--- config.mk ---
export PLATFORM = sky130hd
export DESIGN_NAME = retire_core
export DESIGN_NICKNAME = d
export VERILOG_FILES = /design/src/rob_pkg.sv /design/src/free_list.sv /design/src/retire_core.sv /design/src/rob.sv /design/src/tag_cam.sv
export SDC_FILE = /design/constraint.sdc
export NUM_CORES = 2
export LEC_CHECK = 0
export ABC_CLOCK_PERIOD_IN_PS = 4800
export BUFFER_PORTS_ARGS = -buffer_cell sky130_fd_sc_hd__buf_2
export CAP_MARGIN = 0
export CORE_ASPECT_RATIO = 1.4
export CORE_MARGIN = 3
export CORE_UTILIZATION = 35
export DETAILED_ROUTE_END_ITERATION = 12
export PLACE_DENSITY_LB_ADDON = 0.25
export SETUP_SLACK_MARGIN = 0.5
export SLEW_MARGIN = 5
export SYNTH_ARGS = -nofsm -noshare
export SYNTH_HDL_FRONTEND = slang
export SYNTH_HIERARCHICAL = 1
export SYNTH_SLANG_ARGS = --single-unit
--- constraint.sdc ---
create_clock -name clock -period 4.8 [get_ports clock]
set_input_delay 0 -clock clock [delete_from_list [all_inputs] [get_ports clock]]
set_output_delay 0 -clock clock [all_outputs]
set_load 0.01 [all_outputs]
--- src/rob_pkg.sv ---
`default_nettype none

package rob_pkg;

	// Superscalar width, instructions handled per cycle
	localparam int unsigned ss_width = 2;

	// Reorder buffer geometry
	localparam int unsigned rob_rows = 16;
	localparam int unsigned rob_idx_bits = 4;

	// Occupancy and free row counts run from 0 to rob_rows
	localparam int unsigned rob_count_bits = 5;

	// Register files
	localparam int unsigned num_phys_regs = 64;
	localparam int unsigned num_arch_regs = 32;

	// Physical tag and architectural register widths
	localparam int unsigned phys_tag_bits = 6;
	localparam int unsigned arch_idx_bits = 5;

	// The architectural state holds one tag per architectural register,
	// the rest start out free
	localparam int unsigned free_regs_at_reset = num_phys_regs - num_arch_regs;

	// Tags 0 to 31 map the architectural registers after reset
	localparam int unsigned first_free_tag = 32;

endpackage

`default_nettype wire

--- src/free_list.sv ---
`default_nettype none

module free_list (
	input wire logic clock,
	input wire logic rst,
	input wire logic [rob_pkg::ss_width-1:0] pop,
	output logic [rob_pkg::ss_width-1:0][rob_pkg::phys_tag_bits-1:0] alloc_tag,
	input wire logic [rob_pkg::ss_width-1:0] push,
	input wire logic [rob_pkg::ss_width-1:0][rob_pkg::phys_tag_bits-1:0] push_tag,
	output logic [6:0] free_count
);

	// Circular queue of free tags, one slot per physical register
	logic [rob_pkg::phys_tag_bits-1:0] tag_mem [rob_pkg::num_phys_regs];

	logic [$clog2(rob_pkg::num_phys_regs)-1:0] rd_ptr;
	logic [$clog2(rob_pkg::num_phys_regs)-1:0] rd_ptr_next_slot;
	logic [$clog2(rob_pkg::num_phys_regs)-1:0] wr_ptr;
	logic [$clog2(rob_pkg::num_phys_regs)-1:0] wr_ptr_lane1;

	logic [1:0] n_pop;
	logic [1:0] n_push;

	assign rd_ptr_next_slot = rd_ptr + 1'b1;

	// Lane 1 writes behind lane 0 only when lane 0 also pushes
	assign wr_ptr_lane1 = wr_ptr + {5'd0, push[0]};

	assign n_pop = {1'b0, pop[0]} + {1'b0, pop[1]};
	assign n_push = {1'b0, push[0]} + {1'b0, push[1]};

	// Head tags for the two lanes.
	// A lone lane 1 pop takes the head itself, so each lane always sees
	// the tag it will actually receive
	always_comb begin
		alloc_tag[0] = tag_mem[rd_ptr];
		if (pop[0]) begin
			alloc_tag[1] = tag_mem[rd_ptr_next_slot];
		end else begin
			alloc_tag[1] = tag_mem[rd_ptr];
		end
	end

	// Queue storage
	always_ff @(posedge clock) begin
		if (rst) begin
			for (int i = 0; i < rob_pkg::free_regs_at_reset; i++) begin
				tag_mem[i] <= rob_pkg::phys_tag_bits'(rob_pkg::first_free_tag + i);
			end
		end else begin
			if (push[0]) begin
				tag_mem[wr_ptr] <= push_tag[0];
			end
			if (push[1]) begin
				tag_mem[wr_ptr_lane1] <= push_tag[1];
			end
		end
	end

	// Pointers and count
	always_ff @(posedge clock) begin
		if (rst) begin
			rd_ptr <= '0;
			wr_ptr <= $clog2(rob_pkg::num_phys_regs)'(rob_pkg::free_regs_at_reset);
			free_count <= 7'(rob_pkg::free_regs_at_reset);
		end else begin
			rd_ptr <= rd_ptr + {4'd0, n_pop};
			wr_ptr <= wr_ptr + {4'd0, n_push};
			free_count <= free_count + {5'd0, n_push} - {5'd0, n_pop};
		end
	end

endmodule

`default_nettype wire

--- src/retire_core.sv ---
`default_nettype none

module retire_core (
	input wire logic clock,
	input wire logic rst,

	// Dispatch side
	input wire logic [rob_pkg::ss_width-1:0] dispatch_req,
	input wire logic [rob_pkg::ss_width-1:0][rob_pkg::phys_tag_bits-1:0] old_tag,
	input wire logic [rob_pkg::ss_width-1:0][rob_pkg::arch_idx_bits-1:0] arch_dest,
	input wire logic [rob_pkg::ss_width-1:0] halt,
	output logic [rob_pkg::ss_width-1:0] dispatch_grant,
	output logic [rob_pkg::ss_width-1:0][rob_pkg::phys_tag_bits-1:0] alloc_tag,

	// Completion bus
	input wire logic [rob_pkg::ss_width-1:0] complete_valid,
	input wire logic [rob_pkg::ss_width-1:0][rob_pkg::phys_tag_bits-1:0] complete_tag,

	// Retire side
	output logic [rob_pkg::ss_width-1:0] retire_valid,
	output logic [rob_pkg::ss_width-1:0][rob_pkg::phys_tag_bits-1:0] retire_old_tag,
	output logic [rob_pkg::ss_width-1:0][rob_pkg::phys_tag_bits-1:0] retire_new_tag,
	output logic [rob_pkg::ss_width-1:0][rob_pkg::arch_idx_bits-1:0] retire_arch_dest,
	output logic [rob_pkg::ss_width-1:0] retire_halt,

	output logic [rob_pkg::rob_count_bits-1:0] free_rows,
	output logic [6:0] free_count
);

	// Grants pop new tags, retires push back the old ones
	free_list u_free_list (
		.clock      (clock),
		.rst        (rst),
		.pop        (dispatch_grant),
		.alloc_tag  (alloc_tag),
		.push       (retire_valid),
		.push_tag   (retire_old_tag),
		.free_count (free_count)
	);

	rob u_rob (
		.clock            (clock),
		.rst              (rst),
		.dispatch_req     (dispatch_req),
		.new_tag          (alloc_tag),
		.old_tag          (old_tag),
		.arch_dest        (arch_dest),
		.halt             (halt),
		.free_tags        (free_count),
		.dispatch_grant   (dispatch_grant),
		.complete_valid   (complete_valid),
		.complete_tag     (complete_tag),
		.retire_valid     (retire_valid),
		.retire_old_tag   (retire_old_tag),
		.retire_new_tag   (retire_new_tag),
		.retire_arch_dest (retire_arch_dest),
		.retire_halt      (retire_halt),
		.free_rows        (free_rows)
	);

endmodule

`default_nettype wire

--- src/rob.sv ---
`default_nettype none

module rob (
	input wire logic clock,
	input wire logic rst,

	// Dispatch
	input wire logic [rob_pkg::ss_width-1:0] dispatch_req,
	input wire logic [rob_pkg::ss_width-1:0][rob_pkg::phys_tag_bits-1:0] new_tag,
	input wire logic [rob_pkg::ss_width-1:0][rob_pkg::phys_tag_bits-1:0] old_tag,
	input wire logic [rob_pkg::ss_width-1:0][rob_pkg::arch_idx_bits-1:0] arch_dest,
	input wire logic [rob_pkg::ss_width-1:0] halt,
	input wire logic [6:0] free_tags,
	output logic [rob_pkg::ss_width-1:0] dispatch_grant,

	// Completion bus
	input wire logic [rob_pkg::ss_width-1:0] complete_valid,
	input wire logic [rob_pkg::ss_width-1:0][rob_pkg::phys_tag_bits-1:0] complete_tag,

	// Retire
	output logic [rob_pkg::ss_width-1:0] retire_valid,
	output logic [rob_pkg::ss_width-1:0][rob_pkg::phys_tag_bits-1:0] retire_old_tag,
	output logic [rob_pkg::ss_width-1:0][rob_pkg::phys_tag_bits-1:0] retire_new_tag,
	output logic [rob_pkg::ss_width-1:0][rob_pkg::arch_idx_bits-1:0] retire_arch_dest,
	output logic [rob_pkg::ss_width-1:0] retire_halt,

	output logic [rob_pkg::rob_count_bits-1:0] free_rows
);

	// Row state
	logic [rob_pkg::rob_rows-1:0] row_busy;
	logic [rob_pkg::rob_rows-1:0] row_ready;

	// Row payload
	logic [rob_pkg::rob_rows-1:0][rob_pkg::phys_tag_bits-1:0] row_new_tag;
	logic [rob_pkg::rob_rows-1:0][rob_pkg::phys_tag_bits-1:0] row_old_tag;
	logic [rob_pkg::rob_rows-1:0][rob_pkg::arch_idx_bits-1:0] row_dest;
	logic [rob_pkg::rob_rows-1:0] row_halt;

	// Head is the oldest row, tail the next row to fill
	logic [rob_pkg::rob_idx_bits-1:0] head;
	logic [rob_pkg::rob_idx_bits-1:0] tail;

	logic [rob_pkg::ss_width-1:0][rob_pkg::rob_idx_bits-1:0] dispatch_idx;
	logic [rob_pkg::ss_width-1:0][rob_pkg::rob_idx_bits-1:0] retire_idx;

	logic [rob_pkg::rob_rows-1:0] cam_hit;
	logic [rob_pkg::rob_rows-1:0] ready_now;

	logic room_one;
	logic room_two;
	logic [1:0] n_disp;
	logic [1:0] n_ret;

	// Completion tags against every row's new tag
	tag_cam u_tag_cam (
		.tag_valid (complete_valid),
		.tag       (complete_tag),
		.row_tag   (row_new_tag),
		.row_hit   (cam_hit)
	);

	// Grant from registered row count and free tag count only
	assign room_one = (free_rows >= 5'd1) && (free_tags >= 7'd1);
	assign room_two = (free_rows >= 5'd2) && (free_tags >= 7'd2);

	always_comb begin
		dispatch_grant[0] = dispatch_req[0] && room_one;
		if (dispatch_req[0]) begin
			dispatch_grant[1] = dispatch_req[1] && dispatch_grant[0] && room_two;
		end else begin
			// Lone lane 1 request takes the first free row
			dispatch_grant[1] = dispatch_req[1] && room_one;
		end
	end

	// Granted lanes fill the tail with no gap
	assign dispatch_idx[0] = tail;
	assign dispatch_idx[1] = tail + {3'd0, dispatch_grant[0]};

	assign n_disp = {1'b0, dispatch_grant[0]} + {1'b0, dispatch_grant[1]};

	// Completed earlier or being broadcast right now
	assign ready_now = row_busy & (row_ready | cam_hit);

	assign retire_idx[0] = head;
	assign retire_idx[1] = head + 4'd1;

	// Retire stops at the first row that is not ready
	always_comb begin
		retire_valid[0] = ready_now[retire_idx[0]];
		retire_valid[1] = retire_valid[0] && ready_now[retire_idx[1]];
	end

	always_comb begin
		for (int l = 0; l < rob_pkg::ss_width; l++) begin
			retire_old_tag[l] = row_old_tag[retire_idx[l]];
			retire_new_tag[l] = row_new_tag[retire_idx[l]];
			retire_arch_dest[l] = row_dest[retire_idx[l]];
			retire_halt[l] = row_halt[retire_idx[l]];
		end
	end

	assign n_ret = {1'b0, retire_valid[0]} + {1'b0, retire_valid[1]};

	// Busy and ready bits, pointers and row count
	always_ff @(posedge clock) begin
		if (rst) begin
			row_busy <= '0;
			row_ready <= '0;
			head <= '0;
			tail <= '0;
			free_rows <= rob_pkg::rob_count_bits'(rob_pkg::rob_rows);
		end else begin
			// Rows only pick up hits while they hold an instruction
			row_ready <= row_ready | (row_busy & cam_hit);

			// Retired rows and dispatched rows never coincide, since
			// dispatch only targets rows that are free at the edge
			for (int l = 0; l < rob_pkg::ss_width; l++) begin
				if (retire_valid[l]) begin
					row_busy[retire_idx[l]] <= 1'b0;
				end
			end
			for (int l = 0; l < rob_pkg::ss_width; l++) begin
				if (dispatch_grant[l]) begin
					row_busy[dispatch_idx[l]] <= 1'b1;
					row_ready[dispatch_idx[l]] <= 1'b0;
				end
			end

			head <= head + {2'd0, n_ret};
			tail <= tail + {2'd0, n_disp};
			free_rows <= free_rows - {3'd0, n_disp} + {3'd0, n_ret};
		end
	end

	// Payload for newly dispatched rows
	always_ff @(posedge clock) begin
		for (int l = 0; l < rob_pkg::ss_width; l++) begin
			if (dispatch_grant[l]) begin
				row_new_tag[dispatch_idx[l]] <= new_tag[l];
				row_old_tag[dispatch_idx[l]] <= old_tag[l];
				row_dest[dispatch_idx[l]] <= arch_dest[l];
				row_halt[dispatch_idx[l]] <= halt[l];
			end
		end
	end

endmodule

`default_nettype wire

--- src/tag_cam.sv ---
`default_nettype none

module tag_cam (
	input wire logic [rob_pkg::ss_width-1:0] tag_valid,
	input wire logic [rob_pkg::ss_width-1:0][rob_pkg::phys_tag_bits-1:0] tag,
	input wire logic [rob_pkg::rob_rows-1:0][rob_pkg::phys_tag_bits-1:0] row_tag,
	output logic [rob_pkg::rob_rows-1:0] row_hit
);

	// One compare per row and lane
	logic [rob_pkg::rob_rows-1:0][rob_pkg::ss_width-1:0] lane_hit;

	always_comb begin
		for (int r = 0; r < rob_pkg::rob_rows; r++) begin
			for (int l = 0; l < rob_pkg::ss_width; l++) begin
				lane_hit[r][l] = tag_valid[l] && (tag[l] == row_tag[r]);
			end
		end
	end

	// Row matches if any valid lane carries its tag
	always_comb begin
		for (int r = 0; r < rob_pkg::rob_rows; r++) begin
			row_hit[r] = |lane_hit[r];
		end
	end

endmodule

`default_nettype wire
==> metrics.md <==
| Metric | Value |
|---|---|
| Post-Syn Nets | `4,447` |
| Post-synth ARST share | `0%` |
| Placed insts | `6,107` |
| Status | `finished clean` |
| Largest family of logic cells by synthesized area | `multiplexers` |
| Worst rel slew slack | `17.1%` |
| Largest net degree at the start of global routing | `78` |
| CP endpoint | `u_free_list/tag_mem[54][1]$_DFFE_PP_` |
| Post-DP HPWL | `122 mm` |
| M1 WL | `67.3 mm` |
| Initial antenna violation count | `11` |
| Grt total ovfl | `0` |
| Hold_ws | `68.2 ps` |
| Area contributors post-synth | `edfxtp_1, mux4_2, dfxtp_1, mux2i_1, nand2_1` |
| Fin crit period | `4370 ps` |
| Path depth of the worst reg2reg path | `18` |
| Met2 WL | `89.2 mm` |
| Leakage | `18.8 nW` |
| Post-Synth Adder-Cell Area | `1.21%` |
| Final WL | `183 mm` |
| Setup CP Type | `reg -> reg` |
| Compound-Gate Fraction of Synth Area | `8.90%` |
| Final #Nets | `4,613` |
| CTS root buf | `clkbuf_16` |
| Initial Utilization | `35.5%` |
| DR top layer | `met5` |
| Max Clock Freq | `0.229 GHz` |
| Placed inst area | `50,900 um2` |
| Routed wl met3 | `13.9 mm` |
| Post-Syn Instances | `4,363` |
| WL/cell | `28.7 um` |
| Detail Route Antenna Nets | `0` |
| Layout Utilization | `41.8%` |
| Vias post-DR | `38.2k` |
| I/O pin total | `106` |
| Multi-input logic area | `27,300 um2` |
| Setup violations, final | `0` |
| Netlist cell types | `94` |
| IO buf count | `105` |
| Residual DRC | `0` |
| Reg2reg end | `u_free_list/tag_mem[54][1]$_DFFE_PP_` |
| Sequential share of the synthesized area | `39.3%` |
| CTS clock-pin slew for the worst setup and hold paths | `60 ps` |
| Total of max-cap violations | `0` |
| CTS buffer count | `82` |
| Final Hold Fails | `0` |
| Startpoint types | `register` |
| CP Capture Type | `register` |
| Area grow syn2layout | `17.7%` |
| Multiplexer share of the synthesized area | `29.7%` |
| Cell area after synthesis | `47,300 um2` |
| # fillers | `12.8k` |
| Overall die width | `317 um` |
| Fin cells | `6,363` |
| Synth Area in Simple Gates | `11.4%` |
| Setup slack after placement | `-128 ps` |
| Die height | `441 um` |
| Final TNS setup | `0 ps` |
| Maximum VDD drop | `0.413 mV` |
| Synth Area per Inst | `10.8 um2` |
| Max clock buf depth | `3` |
| Overall Power | `28.0 mW` |
| WP data required | `5230 ps` |
| CP max FO | `6` |
| CTS tree | `yes` |
| Final period util | `91.1%` |
| Reg2reg setup slack | `430 ps` |
| Vias per inst | `6.00` |
| Reg2reg start | `u_rob/row_new_tag[59]$_DFF_P_` |
| Critical path launch point | `u_rob/row_new_tag[59]$_DFF_P_` |
| Synth Warn # | `6` |
| Layout cells sized above 1 | `31.2%` |
| Top-area cell type share of the netlist area | `24.4%` |
| Global Route Usage Sum | `25.6%` |
| Htree depth | `3` |
| Vias in the first global route | `37.4k` |
| Clk sinks | `736` |
| CORE AREA | `133,000 um2` |
| Synth area leader | `edfxtp_1` |
| Worst hold path type | `in -> reg` |
| Predominant post-synthesis flop cell | `edfxtp_1` |
| Worst Path Arrival | `4800 ps` |
| Skew final | `31.7 ps` |
| #FFs+latches synth | `736` |
| Slew @ Worst Pin | `1240 ps` |
| Routability Congestion | `0.984` |
| FF+latch area | `18,700 um2` |
| Pwr/cell area | `504 nW/um2` |
| Xor and xnor area share after synthesis | `4.16%` |
| Max-slew violation count | `0` |
| RSZ-0062 raised after global routing | `true` |
| Die area | `140,000 um2` |
| First-pass GRT wire length | `261 mm` |
| Post-synth EDFFs | `384` |
| DRT Pass-1 Iters | `5` |
| Core Rows | `158` |
| Worst Slack Setup Final | `429 ps` |
| Clock Latency Late Sink | `700 ps` |
| Post-route design area | `55,700 um2` |
| DRT iter0 DRCs | `3,879` |
[report_power, final]
part	internal (mW)	switching, mW	total (mW)
combinational	5.35	7.37	12.7
clock	3.66	2.81	6.48
sequential	7.84	0.992	8.83
[cells in the mapped netlist (all sizes together) (7+ instances only)]
library cell / count
nand3: 95
o21ai: 360
nand2: 517
mux4: 334
dfxtp: 352
xnor2: 210
buf: 225
o221ai: 25
a22oi: 7
edfxtp: 384
nand3b: 12
nor2: 273
a31o: 9
a21oi: 206
ha: 36
a221oi: 25
clkbuf: 224
nor4: 31
or3: 33
inv: 55
nand2b: 13
xor2: 12
a31oi: 12
mux2: 181
nor2b: 24
nor3: 87
o22ai: 44
mux2i: 447
nand4: 46
a211oi: 7
[state kept, by name (all words and copies together) (netlist names)]
| register | flops |
|---|---|
| u_rob/tail | 4 |
| u_rob/row_old_tag | 96 |
| u_rob/row_new_tag | 96 |
| u_rob/row_ready | 16 |
| u_rob/free_rows | 5 |
| u_rob/row_halt | 16 |
| u_rob/head | 4 |
| u_free_list/rd_ptr | 6 |
| u_free_list/tag_mem | 384 |
| u_free_list/wr_ptr | 6 |
| u_rob/row_busy | 16 |
| u_rob/row_dest | 80 |
| u_free_list/free_count | 7 |
[repair_timing]
action                                  CTS  global route
setup buffers                            20            37
gates cloned                              0             7
hold buffers                             34             0
hold endpoints to repair                208             0
pin swaps                                19            37
gates resized for setup                  99           225
endpoints found under the setup margin  779           734
[routing by layer]
layer | up-vias | GRT usage [%]
li1 | 16582 | -
met1 | 19218 | 29.6
met2 | 1836 | 43.5
met3 | 559 | 5.22
met4 | 6 | 15.4
met5 | - | 0
[worst max-delay path: stages (launching register included)]
cell and delay [ps]:
dfxtp_4 380, xnor2_2 110, nand4_1 130, o22ai_2 280
buf_4 160, o21ai_2 50, mux4_2 520, nor3b_4 270
nor4b_4 110, inv_2 160, ha_4 170, ha_4 170
buf_6 150, xnor2_4 100, or3_4 430, buf_8 160
buf_6 130, nor2_4 260, mux2_4 330
[cells by family after synthesis]
logic type | Yosys count
AND/OR/NAND/NOR | 1158
multiplexers | 962
AO/OA/AOI/OAI | 736
flip-flops | 736
buffers and inverters | 507
XOR/XNOR | 222
adder cells (fa/ha/maj) | 42
[how the worst min path moves through the flow]
stage	startpoint	endpoint	cells past startpoint
detailed placement	old_tag[10]	u_rob/row_old_tag[10]$_DFF_P_	3
global placement	rst	u_rob/head[1]$_SDFF_PP0_	2
floorplan	dispatch_req[0]	dispatch_grant[1]	1
finish	complete_valid[1]	u_rob/row_ready[1]$_SDFF_PP0_	5
CTS	complete_valid[1]	u_rob/row_ready[1]$_SDFF_PP0_	5
global route	complete_valid[1]	u_rob/row_ready[1]$_SDFF_PP0_	5
[cells in the final DEF, fill, tap and decap left out, types with 201 or more instances in the layout]
master | Yosys | layout
nand2_1 | 513 | 507
mux2i_1 | 447 | 443
edfxtp_1 | 384 | 384
mux4_2 | 333 | 331
buf_4 | 17 | 307
dfxtp_1 | 352 | 286
o21ai_1 | 222 | 234
nor2_1 | 242 | 217
a21oi_1 | 205 | 201
xnor2_1 | 208 | 201
[area by class of cell]
class,count,share of cell area (%)
multi-input cells,3121,49.1
flip-flops and latches,736,33.6
repair buffers,530,8.08
clock buffers,112,4.09
well taps,1760,3.96
clock inverters,39,0.726
inverters,58,0.423
diodes,7,0.0315
No activity file was read; power rests on OpenSTA's default activity.
